--- src/lsu_pkg.sv ---
// load/store unit shared definitions
// widths, access size and sign mode encodings, outstanding depth
package lsu_pkg;

  ////////////////////////////////////////
  // widths
  ////////////////////////////////////////

  typedef logic [31:0] word_t;      // data or address word
  typedef logic [3:0]  be_t;        // byte enables, one per byte lane
  typedef logic [1:0]  byte_off_t;  // byte offset inside a word
  typedef logic [1:0]  cnt_t;       // outstanding transaction count

  ////////////////////////////////////////
  // encodings
  ////////////////////////////////////////

  // access size, both upper codes select a byte
  typedef enum logic [1:0] {
    DT_WORD     = 2'b00,
    DT_HALF     = 2'b01,
    DT_BYTE     = 2'b10,
    DT_BYTE_ALT = 2'b11
  } data_type_e;

  // extension of loaded half words and bytes
  typedef enum logic [1:0] {
    SIGN_ZERO = 2'b00,  // upper bits cleared
    SIGN_EXT  = 2'b01,  // upper bits copy the msb
    SIGN_ONES = 2'b10   // upper bits set
  } sign_mode_e;

  ////////////////////////////////////////
  // limits
  ////////////////////////////////////////

  // max transactions between acceptance and rvalid
  localparam int unsigned LSU_DEPTH = 2;

  // control queue pointer width, queue depth is a power of two
  localparam int unsigned LSU_PTR_W = $clog2(LSU_DEPTH);

endpackage

--- src/lsu_req_if.sv ---
// bus transaction from the address stage to the bus stage
// valid/ready handshake, one transfer per cycle with both high
`timescale 1ns/1ps

interface lsu_req_if;
  import lsu_pkg::*;

  logic  valid;  // aligned request present
  logic  ready;  // bus stage can take it
  word_t addr;   // byte address
  logic  we;     // store when high
  be_t   be;     // byte enables
  word_t wdata;  // rotated store data

  // address stage side
  modport source (
    output valid, addr, we, be, wdata,
    input  ready
  );

  // bus stage side
  modport sink (
    input  valid, addr, we, be, wdata,
    output ready
  );

endinterface

--- src/lsu_ctrl_if.sv ---
// per-transaction control from the address stage to the read-data stage
// push marks the cycle a request moves to the bus stage
`timescale 1ns/1ps

interface lsu_ctrl_if;
  import lsu_pkg::*;

  logic       push;       // request accepted this cycle
  data_type_e data_type;  // access size
  byte_off_t  offset;     // address offset in the word
  sign_mode_e sign_mode;  // load extension mode
  logic       we;         // store, no data to align

  // address stage side
  modport source (
    output push, data_type, offset, sign_mode, we
  );

  // read-data stage side, no back-pressure
  modport sink (
    input  push, data_type, offset, sign_mode, we
  );

endinterface

--- src/lsu_addr_stage.sv ---
// lsu address stage
// forms the address, byte enables and rotated store data from the core
// request, flags misaligned accesses and pushes per-access control
`timescale 1ns/1ps

module lsu_addr_stage (
  input  lsu_pkg::word_t      operand_a_i,
  input  lsu_pkg::word_t      operand_b_i,
  input  lsu_pkg::word_t      wdata_i,
  input  logic                addr_incr_i,   // a + b when high, else a alone
  input  logic                we_i,
  input  logic                req_i,
  input  lsu_pkg::data_type_e data_type_i,
  input  lsu_pkg::sign_mode_e sign_mode_i,
  input  lsu_pkg::byte_off_t  reg_offset_i,  // byte position of data in the register
  output logic                ready_o,
  output logic                misaligned_o,
  lsu_req_if.source           req_mp,
  lsu_ctrl_if.source          ctrl_mp
);
  import lsu_pkg::*;

  word_t     addr;
  byte_off_t addr_off;
  byte_off_t wdata_off;  // rotation amount in bytes
  be_t       be;
  word_t     wdata_rot;

  ////////////////////////////////////////
  // address and byte enables
  ////////////////////////////////////////

  assign addr     = addr_incr_i ? (operand_a_i + operand_b_i) : operand_a_i;
  assign addr_off = addr[1:0];

  // lanes start at the offset and cover the access size
  always_comb begin
    case (data_type_i)
      DT_WORD: be = be_t'(4'b1111 << addr_off);
      DT_HALF: be = be_t'(4'b0011 << addr_off);
      default: be = be_t'(4'b0001 << addr_off);  // both byte codes
    endcase
  end

  // word off a word boundary, or half crossing it
  always_comb begin
    misaligned_o = 1'b0;
    if (req_i) begin
      case (data_type_i)
        DT_WORD: misaligned_o = (addr_off != 2'b00);
        DT_HALF: misaligned_o = (addr_off == 2'b11);
        default: misaligned_o = 1'b0;  // bytes always fit
      endcase
    end
  end

  ////////////////////////////////////////
  // store data rotation
  ////////////////////////////////////////

  // move the register bytes onto the addressed lanes
  assign wdata_off = addr_off - reg_offset_i;

  always_comb begin
    case (wdata_off)
      2'b00:   wdata_rot = wdata_i;
      2'b01:   wdata_rot = {wdata_i[23:0], wdata_i[31:24]};
      2'b10:   wdata_rot = {wdata_i[15:0], wdata_i[31:16]};
      default: wdata_rot = {wdata_i[7:0],  wdata_i[31:8]};
    endcase
  end

  ////////////////////////////////////////
  // request and control outputs
  ////////////////////////////////////////

  assign req_mp.valid = req_i && !misaligned_o;  // misaligned never reaches the bus
  assign req_mp.addr  = addr;
  assign req_mp.we    = we_i;
  assign req_mp.be    = be;
  assign req_mp.wdata = wdata_rot;

  // misaligned requests are consumed at once
  assign ready_o = misaligned_o || req_mp.ready;

  assign ctrl_mp.push      = req_mp.valid && req_mp.ready;
  assign ctrl_mp.data_type = data_type_i;
  assign ctrl_mp.offset    = addr_off;
  assign ctrl_mp.sign_mode = sign_mode_i;
  assign ctrl_mp.we        = we_i;

endmodule

--- src/lsu_bus_stage.sv ---
// lsu bus stage
// holds one data-bus request stable until grant and counts
// transactions from acceptance to rvalid against LSU_DEPTH
`timescale 1ns/1ps

module lsu_bus_stage (
  input  logic            clk,
  input  logic            rst_n,
  lsu_req_if.sink         req_mp,
  output logic            data_req_o,
  output logic            data_we_o,
  output lsu_pkg::word_t  data_addr_o,
  output lsu_pkg::word_t  data_wdata_o,
  output lsu_pkg::be_t    data_be_o,
  input  logic            data_gnt_i,
  input  logic            data_rvalid_i,
  input  lsu_pkg::word_t  data_rdata_i,
  output logic            rsp_valid_o,
  output lsu_pkg::word_t  rsp_rdata_o,
  output logic            busy_o
);
  import lsu_pkg::*;

  logic  req_q;    // request held for the bus
  cnt_t  cnt_q;    // accepted and not yet answered
  cnt_t  cnt_d;
  logic  accept;   // handshake on req_mp
  word_t addr_q;
  word_t wdata_q;
  be_t   be_q;
  logic  we_q;

  ////////////////////////////////////////
  // acceptance
  ////////////////////////////////////////

  // room in the count, and the holding slot is free or frees now
  assign req_mp.ready = (cnt_q < cnt_t'(LSU_DEPTH)) && (!req_q || data_gnt_i);
  assign accept       = req_mp.valid && req_mp.ready;

  always_ff @(posedge clk or negedge rst_n) begin
    if (!rst_n) begin
      req_q <= 1'b0;
    end else if (accept) begin
      req_q <= 1'b1;               // new request replaces a granted one
    end else if (data_gnt_i) begin
      req_q <= 1'b0;
    end
  end

  // request fields, loaded only on acceptance so they hold until grant
  always_ff @(posedge clk) begin
    if (accept) begin
      addr_q  <= req_mp.addr;
      wdata_q <= req_mp.wdata;
      be_q    <= req_mp.be;
      we_q    <= req_mp.we;
    end
  end

  ////////////////////////////////////////
  // outstanding counter
  ////////////////////////////////////////

  always_comb begin
    case ({accept, data_rvalid_i})
      2'b10:   cnt_d = cnt_q + cnt_t'(1);
      2'b01:   cnt_d = cnt_q - cnt_t'(1);
      default: cnt_d = cnt_q;      // idle, or one in and one out
    endcase
  end

  always_ff @(posedge clk or negedge rst_n) begin
    if (!rst_n) begin
      cnt_q <= '0;
    end else begin
      cnt_q <= cnt_d;
    end
  end

  ////////////////////////////////////////
  // bus and response outputs
  ////////////////////////////////////////

  assign data_req_o   = req_q;
  assign data_addr_o  = addr_q;
  assign data_wdata_o = wdata_q;
  assign data_be_o    = be_q;
  assign data_we_o    = we_q;

  assign rsp_valid_o  = data_rvalid_i;  // responses come back in order
  assign rsp_rdata_o  = data_rdata_i;

  assign busy_o = (cnt_q != '0) || req_q;

endmodule

--- src/lsu_rdata_stage.sv ---
// lsu read-data stage
// queues the control of each transaction in flight and, when its
// response returns, shifts the addressed bytes down and extends them
`timescale 1ns/1ps

module lsu_rdata_stage (
  input  logic           clk,
  input  logic           rst_n,
  lsu_ctrl_if.sink       ctrl_mp,
  input  logic           rsp_valid_i,
  input  lsu_pkg::word_t rsp_rdata_i,
  output logic           resp_valid_o,
  output lsu_pkg::word_t resp_rdata_o
);
  import lsu_pkg::*;

  // control queue storage
  data_type_e           q_type [LSU_DEPTH];
  byte_off_t            q_off  [LSU_DEPTH];
  sign_mode_e           q_sign [LSU_DEPTH];
  logic                 q_we   [LSU_DEPTH];
  logic [LSU_PTR_W-1:0] wr_ptr_q;
  logic [LSU_PTR_W-1:0] rd_ptr_q;

  // head of queue, belongs to the response on the bus
  data_type_e head_type;
  byte_off_t  head_off;
  sign_mode_e head_sign;
  logic       head_we;

  word_t rdata_shift;  // addressed bytes moved to lane 0
  logic  fill_h;       // upper fill for half words
  logic  fill_b;       // upper fill for bytes
  word_t rdata_ext;

  ////////////////////////////////////////
  // control queue
  ////////////////////////////////////////

  // entries carry no reset, pointers do
  always_ff @(posedge clk) begin
    if (ctrl_mp.push) begin
      q_type[wr_ptr_q] <= ctrl_mp.data_type;
      q_off[wr_ptr_q]  <= ctrl_mp.offset;
      q_sign[wr_ptr_q] <= ctrl_mp.sign_mode;
      q_we[wr_ptr_q]   <= ctrl_mp.we;
    end
  end

  always_ff @(posedge clk or negedge rst_n) begin
    if (!rst_n) begin
      wr_ptr_q <= '0;
      rd_ptr_q <= '0;
    end else begin
      if (ctrl_mp.push) wr_ptr_q <= wr_ptr_q + 1'b1;  // wraps at LSU_DEPTH
      if (rsp_valid_i)  rd_ptr_q <= rd_ptr_q + 1'b1;  // one pop per response
    end
  end

  assign head_type = q_type[rd_ptr_q];
  assign head_off  = q_off[rd_ptr_q];
  assign head_sign = q_sign[rd_ptr_q];
  assign head_we   = q_we[rd_ptr_q];

  ////////////////////////////////////////
  // alignment and extension
  ////////////////////////////////////////

  assign rdata_shift = rsp_rdata_i >> {head_off, 3'b000};

  always_comb begin
    case (head_sign)
      SIGN_ZERO: begin
        fill_h = 1'b0;
        fill_b = 1'b0;
      end
      SIGN_ONES: begin
        fill_h = 1'b1;
        fill_b = 1'b1;
      end
      default: begin               // sign extend, unused code too
        fill_h = rdata_shift[15];
        fill_b = rdata_shift[7];
      end
    endcase
  end

  always_comb begin
    case (head_type)
      DT_WORD: rdata_ext = rdata_shift;  // aligned words only
      DT_HALF: rdata_ext = {{16{fill_h}}, rdata_shift[15:0]};
      default: rdata_ext = {{24{fill_b}}, rdata_shift[7:0]};
    endcase
  end

  ////////////////////////////////////////
  // response to the core
  ////////////////////////////////////////

  assign resp_valid_o = rsp_valid_i;
  assign resp_rdata_o = head_we ? rsp_rdata_i : rdata_ext;  // stores pass the raw word

endmodule

--- src/lsu_top.sv ---
// load/store unit top level
// address stage, bus stage and read-data stage behind plain core and
// data-bus ports
`timescale 1ns/1ps

module lsu_top (
  input  logic                clk,
  input  logic                rst_n,
  // core request
  input  logic                req_i,
  input  lsu_pkg::word_t      operand_a_i,
  input  lsu_pkg::word_t      operand_b_i,
  input  logic                addr_incr_i,
  input  logic                we_i,
  input  lsu_pkg::data_type_e data_type_i,
  input  lsu_pkg::sign_mode_e sign_mode_i,
  input  lsu_pkg::byte_off_t  reg_offset_i,
  input  lsu_pkg::word_t      wdata_i,
  output logic                ready_o,
  output logic                misaligned_o,
  // core response
  output logic                resp_valid_o,
  output lsu_pkg::word_t      resp_rdata_o,
  output logic                busy_o,
  // data bus
  output logic                data_req_o,
  input  logic                data_gnt_i,
  input  logic                data_rvalid_i,
  output lsu_pkg::word_t      data_addr_o,
  output logic                data_we_o,
  output lsu_pkg::be_t        data_be_o,
  output lsu_pkg::word_t      data_wdata_o,
  input  lsu_pkg::word_t      data_rdata_i
);
  import lsu_pkg::*;

  lsu_req_if  req_bus ();   // address stage to bus stage
  lsu_ctrl_if ctrl_bus ();  // address stage to read-data stage

  logic  rsp_valid;
  word_t rsp_rdata;

  lsu_addr_stage u_addr (
    .operand_a_i  (operand_a_i),
    .operand_b_i  (operand_b_i),
    .wdata_i      (wdata_i),
    .addr_incr_i  (addr_incr_i),
    .we_i         (we_i),
    .req_i        (req_i),
    .data_type_i  (data_type_i),
    .sign_mode_i  (sign_mode_i),
    .reg_offset_i (reg_offset_i),
    .ready_o      (ready_o),
    .misaligned_o (misaligned_o),
    .req_mp       (req_bus),
    .ctrl_mp      (ctrl_bus)
  );

  lsu_bus_stage u_bus (
    .clk           (clk),
    .rst_n         (rst_n),
    .req_mp        (req_bus),
    .data_req_o    (data_req_o),
    .data_we_o     (data_we_o),
    .data_addr_o   (data_addr_o),
    .data_wdata_o  (data_wdata_o),
    .data_be_o     (data_be_o),
    .data_gnt_i    (data_gnt_i),
    .data_rvalid_i (data_rvalid_i),
    .data_rdata_i  (data_rdata_i),
    .rsp_valid_o   (rsp_valid),
    .rsp_rdata_o   (rsp_rdata),
    .busy_o        (busy_o)
  );

  lsu_rdata_stage u_rdata (
    .clk          (clk),
    .rst_n        (rst_n),
    .ctrl_mp      (ctrl_bus),
    .rsp_valid_i  (rsp_valid),
    .rsp_rdata_i  (rsp_rdata),
    .resp_valid_o (resp_valid_o),
    .resp_rdata_o (resp_rdata_o)
  );

endmodule

--- config.mk ---
export PLATFORM = sky130hd
export DESIGN_NAME = lsu_top
export DESIGN_NICKNAME = d
export VERILOG_FILES = /design/src/lsu_pkg.sv /design/src/lsu_req_if.sv /design/src/lsu_ctrl_if.sv /design/src/lsu_addr_stage.sv /design/src/lsu_bus_stage.sv /design/src/lsu_rdata_stage.sv /design/src/lsu_top.sv
export SDC_FILE = /design/constraint.sdc
export NUM_CORES = 1
export LEC_CHECK = 0
export BUFFER_PORTS_ARGS = -buffer_cell sky130_fd_sc_hd__buf_2
export CAP_MARGIN = 15
export CORE_AREA = 8 8 129 131
export DETAILED_ROUTE_END_ITERATION = 7
export DIE_AREA = 0 0 137 139
export HOLD_SLACK_MARGIN = 0.15
export PLACE_DENSITY = 0.81
export SYNTH_ARGS = -nofsm -noshare
export SYNTH_HDL_FRONTEND = slang
export SYNTH_HIERARCHICAL = 1
export SYNTH_SLANG_ARGS = --single-unit
--- constraint.sdc ---
create_clock -name clk -period 2.9 [get_ports clk]
set_clock_uncertainty 0.05 [all_clocks]
set_input_delay 0.58 -clock clk [delete_from_list [all_inputs] [get_ports clk]]
set_output_delay 0.58 -clock clk [all_outputs]
set_load 0.02 [all_outputs]
* Word-level counts from Yosys, hierarchy flattened *
Memory sizes are Yosys's and may differ from the RTL's.
Cells that the tools add are included.

storage, ports and cells
  register bits = 74
  memory bits (writable) = 14
  input port bits = 141
  output and inout bits = 106
  logic and storage cells = 61
  memories kept = 4

operators by class
  $add $sub $neg = 6
  $lt $le $gt $ge = 1
  equality and inequality tests = 8
  shift operators = 4
  multiplexer cells = 14
  reduce and logical (&&, ||, !) cells = 16

memory list
  name            words  width  read ports  clocked after Yosys merged registers in  wr ports  RTL line               RTL
  u_rdata.q_off   2      2      1           0                                        1         lsu_rdata_stage.sv:19  byte_off_t q_off [LSU_DEPTH];
  u_rdata.q_sign  2      2      1           0                                        1         lsu_rdata_stage.sv:20  sign_mode_e q_sign [LSU_DEPTH];
  u_rdata.q_type  2      2      1           0                                        1         lsu_rdata_stage.sv:18  data_type_e q_type [LSU_DEPTH];
  u_rdata.q_we    2      1      1           0                                        1         lsu_rdata_stage.sv:21  logic q_we [LSU_DEPTH];

operators with widths
  operator               count
  $pmux W32 S3           1
  $mux W32               2
  $pmux W32 S2           1
  $add A32 B32 Y32       1
  $shr A32 B5 Y32        1
  $eq A2 B1 Y1 const B   4
  $eq A2 B2 Y1 const B   4
  $logic_not A2 Y1       4
  $pmux W4 S2            1
  $reduce_bool A2 Y1     4
  $pmux W1 S2            3
  $mux W1                5
  $pmux W2 S2            1
  $shl A1 B2 Y4 const A  1
  $shl A2 B2 Y4 const A  1
  $shl A4 B2 Y4 const A  1
  $logic_and A1 B1 Y1    3
  $logic_or A1 B1 Y1     3
  $add A1 B1 Y1 const B  2
  $add A2 B1 Y2 const B  1
  $logic_not A1 Y1       2
  $lt A2 B2 Y1 const B   1
  $sub A2 B1 Y2 const B  1
  $sub A2 B2 Y2          1

* Longest topological paths before layout *
  depth after elaboration = 10
  gate-level depth with buffers = 13
  depth with buffers taken out = 13

* Cells and area by module *
The synthesis kept the hierarchy.

modules (own cells, without submodules)
  module           instances  cells each  area an instance (µm²)  sequential area each (µm²)
  lsu_addr_stage   1          398         3,065.4                 0.0
  lsu_bus_stage    1          118         2,481.1                 2,147.1
  lsu_rdata_stage  1          188         1,549.0                 470.5

* Worst setup path before layout *
Ideal clock, no wire load.

  path kind = input -> register
  start point = input port operand_a_i[0]
  end point = register u_bus.addr_q[0] (netlist: u_bus/data_addr_o[0]) (enable)
  setup time = 0.423 ns
  arrival time = 3.370 ns
  required time = 2.427 ns
  slack = -0.943 ns
  cell stages on the path = 10
  path buffers = 0
  path through = ha_1 -> inv_1 -> fa_1 -> a21o_1 -> maj3_1 -> nor2_1 -> nor2b_1 -> nand2b_1 -> nand2b_1 -> inv_1

between the ends
  cells in the longest elaborated chain, start to end = 8
  elaborated cells on any way between the ends = 9
  classes of those cells = add/sub (1); eq/ne (1); mux (3); reduce/logical (4)

RTL lines
  what                                                RTL line                                    RTL
  start: declaration                                  lsu_top.sv:11                               input lsu_pkg::word_t operand_a_i,
  $add A32 B32 Y32                                    lsu_addr_stage.sv:33                        assign addr = addr_incr_i ? (operand_a_i + operand_b_i) : operand_a_i;
  $mux W32 (*)                                        lsu_addr_stage.sv:33
  $eq A2 B2 Y1 or $reduce_bool A2 Y1 (tied branches)  lsu_addr_stage.sv:51, lsu_addr_stage.sv:50
  $pmux W1 S2 (*)                                     lsu_addr_stage.sv:49                        case (data_type_i)
  $mux W1 (*)                                         lsu_addr_stage.sv:48                        if (req_i) begin
  $logic_not A1 Y1 (*)                                lsu_addr_stage.sv:77                        assign req_mp.valid = req_i && !misaligned_o;
  $logic_and A1 B1 Y1 (*)                             lsu_addr_stage.sv:77
  named net req_bus.valid                             lsu_req_if.sv:8                             logic valid;
  $logic_and A1 B1 Y1 (*)                             lsu_bus_stage.sv:39                         assign accept = req_mp.valid && req_mp.ready;
  named net u_bus.accept                              lsu_bus_stage.sv:27                         logic accept;
  end signal: assignment                              lsu_bus_stage.sv:54                         addr_q <= req_mp.addr;
  end: declaration                                    lsu_bus_stage.sv:28                         word_t addr_q;

The timed path passes the listed nets; every way through them passes the cells marked *.
A chain may end at the register's enable or synchronous reset.

* Final worst setup path *
  start point = register u_rdata.rd_ptr_q
  end point = output port resp_rdata_o[16]

between the ends
  cells in the longest elaborated chain, start to end = 5
  elaborated cells on any way between the ends = 13
  classes of those cells = eq/ne (2); shift (1); mux (4); reduce/logical (2); memory (4)

RTL lines
  what                                           RTL line                RTL
  start: declaration                             lsu_rdata_stage.sv:23   logic [LSU_PTR_W-1:0] rd_ptr_q;
  start signal: assignment                       lsu_rdata_stage.sv:56   if (rsp_valid_i) rd_ptr_q <= rd_ptr_q + 1'b1;
  $mem_v2 Z2 W2, on equally long branches        -
  $shr A32 B5 Y32, or another cell as far along  lsu_rdata_stage.sv:69   assign rdata_shift = rsp_rdata_i >> {head_off, 3'b000};
  $pmux W1 S2                                    lsu_rdata_stage.sv:72   case (head_sign)
  $pmux W32 S2                                   lsu_rdata_stage.sv:89   case (head_type)
  $mux W32 (*)                                   lsu_rdata_stage.sv:101  assign resp_rdata_o = head_we ? rsp_rdata_i : rdata_ext;
  end: declaration                               lsu_top.sv:23           output lsu_pkg::word_t resp_rdata_o,

Mark *: on every way between the ends. The rest lies on a longest branch, timed or not.

==> qor.txt <==
Status -> finished, violations left
Failing checks -> negative setup slack
Worst path depth -> 8
Max Clk Rate -> 323.0 MHz
Initial antenna violation count -> 2
Vias in the first global route -> 6664
H-tree Lvls -> 3
Max Root-Sink Buffers -> 2
Buffers & Inverters on Critical Path -> 2
Setup TNS -> -2.289 ns
Hold depth -> 1
WS Path Type -> reg -> out
Synthesized area per cell -> 10.08 um2
WL final -> 21880 um
Avg WL per Cell -> 18.31 um
Nets@finish -> 1175
Clk slew on worst S/H paths -> 0.06 ns
TritonCTS clock tree -> done
DRC Markers -> 0
Die height -> 139 um
Worst skew pair latency -> 0.34 ns
Netlist cell types -> 73
Crit path launch -> u_rdata/rd_ptr_q$_DFFE_PN0P_
Total CTS buffers -> 9
Io pins -> 247
Final-layout fill cell count -> 1154
Tightest Hold Check Type -> in -> reg
Syn Std Cell Area -> 7096 um2
RSZ-0062 raised after global routing -> true
Ys flop type -> edfxtp_1
Fin crit share -> 1.068
Worst Hold End -> u_rdata/q_sign[0][1]$_DFFE_PP_
# setup viols final -> 25
Crit. End Element -> primary output
FF-to-FF Start -> u_bus/data_req_o$_DFFE_PN0P_
Hold Startpoint -> sign_mode_i[1]
R2R setup slack -> 1.38 ns
Overflow after GRT -> 0
Layout Area Growth over Synthesis -> 37.19%
Width of the chip -> 137 um
Reg2Reg Depth -> 5
Largest net degree at the start of global routing -> 33
P_leak -> 4.461 nW
Pwr Density -> 715.9 nW/um2
Hold Vio Cnt, Final -> 0
Crit-path max FO -> 4
Worst vdd ir -> 0.4051 mV
CP max stage cell -> dfrtp_2
Slew @ Worst Pin -> 0.6419 ns
Tot Pwr -> 0.006969 W
Critical Path Start Type -> flop
Root buf cell -> clkbuf_16
Crit path largest cell delay -> 0.43 ns
CTS Sinks -> 88
WP data arrival -> 2.47 ns
Antenna viol nets, final -> 0
Reg2reg end -> u_rdata/q_sign[0][0]$_DFFE_PP_
Syn_nets -> 879
Rows -> 45
Max-Cap Viols -> 0
Non-Filler Instances -> 1195
Most common cell after layout, fill and taps aside -> buf_2
Seq/Total Area, Yosys -> 0.3689
First-pass GRT wire length -> 33350 um
Post-synthesis cell count -> 704
EDFF count, synth -> 83
DR iter-0 viols -> 428
GRT Util Overall -> 0.2171
Final Max Slew Viols -> 0
RePlAce Congestion -> 0.9218
DR vias -> 6683
Final Critical Period -> 3.096 ns
Initial Util -> 0.4810
Synth Warn # -> 6
Share of cells above drive strength 1 -> 0.4527
WP data required -> 2.27 ns
Post-synth ARST share -> 0.05682
Full die area -> 19040 um2
Port Buf Inserts -> 246
DP HPWL -> 17020 um
Pre-antenna DRT Iters -> 5
Crit-path cells -> mux2_4 > mux2i_4 > a221oi_4 > nor3_2 > a21oi_4 > buf_4 > a2bb2oi_2 > buf_6
Dpl cells -> 1163
Post-DR vias/cell -> 5.592
Most frequent cells in the layout -> buf_2, buf_4, edfxtp_1
Core area -> 14750 um2
Relative slew margins -> 0.5692
Synthesis-stage register bit count -> 88
Crit path max-delay family -> compound AO/OA/AOI/OAI gates
Setup slack after layout -> -0.1959 ns
[worst max-delay path by stage]
| stage | to |
|---|---|
| 6_report | resp_rdata_o[16] |
| 5_1_grt | resp_rdata_o[16] |
| 4_1_cts | resp_rdata_o[20] |
| 3_5_place_dp | u_bus/data_addr_o[28]$_DFFE_PP_ |
| 3_3_place_gp | u_bus/data_addr_o[28]$_DFFE_PP_ |
| 2_1_floorplan | u_bus/data_addr_o[0]$_DFFE_PP_ |
[routing by layer]
metal / track usage / up-vias / wire (um)
li1: - / 3188 / -
met3: 0.07319 / 52 / 2410
met2: 0.3713 / 340 / 10690
met4: 0.07437 / 2 / 505
met1: 0.2450 / 3101 / 8258
met5: 0 / - / 13
[Yosys cell counts, drive strengths merged (3+ instances only)]
cell	instances	area (um2)
o21ai	40	200.2
nor2b	10	62.56
mux2i	76	777.0
nand4	4	25.02
or3	3	20.02
and2	9	56.30
nand2b	7	43.79
a221oi	3	43.80
o31ai	5	37.54
mux2	28	322.8
clkbuf	16	60.06
a21o	29	219.0
inv	16	60.06
a211oi	3	22.52
o211ai	5	42.54
xnor2	23	216.5
dfrtp	5	125.1
ha	33	412.9
edfxtp	83	2492
o21bai	4	30.03
nand2	47	178.9
nor3	7	46.30
buf	54	397.9
a2bb2oi	8	70.07
xor2	12	105.1
o21a	8	67.56
nor2	48	180.2
a31oi	7	43.79
nor4	4	31.28
a21oi	58	312.8
nand3	13	65.06
and3	5	31.28
[through the flow]
| stage | instance area [um2] | setup WS (ns) | utilization | hold slack, ns |
|---|---|---|---|---|
| after floorplan | 7147 | -0.6253 | - | 0.2344 |
| after global placement | 8956 | -0.3123 | 0.6071 | 0.3570 |
| after detailed placement | 8956 | -0.3285 | 0.6071 | 0.3635 |
| after CTS | 9562 | -0.1735 | 0.6482 | 0.3595 |
| after global routing | 9732 | -0.2614 | 0.6597 | 0.3598 |
| final | 9734 | -0.1959 | 0.6599 | 0.3736 |
[report_power, final]
part | switching [W] | leakage, nW | total [W] | internal, W
clock network | 0.000547 | 0.135 | 0.00114 | 0.000598
logic | 0.00219 | 3.50 | 0.00402 | 0.00183
registers | 0.0000939 | 0.824 | 0.00180 | 0.00171
[area by class of cell]
cell class	count	area (um2)	share of cell area
inverters	16	63.81	0.006555
multi-input cells	530	4197	0.4311
well taps	188	235.2	0.02416
flip-flops and latches	88	2619	0.2690
clock inverters	7	61.31	0.006298
repair buffers	355	2328	0.2392
clock buffers	9	225.2	0.02314
diodes	2	5.005	0.0005141
[sequential cells by signal, indices dropped and copies added (netlist names), 2 cells and up]
signal	flops
u_bus/cnt_q	2
u_bus/data_addr_o	32
u_bus/data_be_o	4
u_bus/data_wdata_o	32
u_rdata/q_off	4
u_rdata/q_sign	4
u_rdata/q_type	4
u_rdata/q_we	2
[kinds of logic (layout without fill, tap and decap cells)]
logic type,Yosys count,count (layout),synth area share
AO/OA/AOI/OAI,191,191,0.1818
XOR/XNOR,35,35,0.04532
adder cells (fa/ha/maj),35,35,0.06242
buffers and inverters,86,387,0.07300
flip-flops,88,88,0.3689
multiplexers,104,104,0.1550
other,0,2,0
AND/OR/NAND/NOR,165,165,0.1136
[what timing repair did]
item / in CTS / in global routing
endpoints found under the hold margin: 5 / 0
hold buffers: 1 / 0
cloned: 1 / 0
pin swaps: 10 / 10
setup buffers: 9 / 5
setup endpoints to repair: 29 / 39
resized for setup: 56 / 35
No activity file was read; power rests on OpenSTA's default activity.
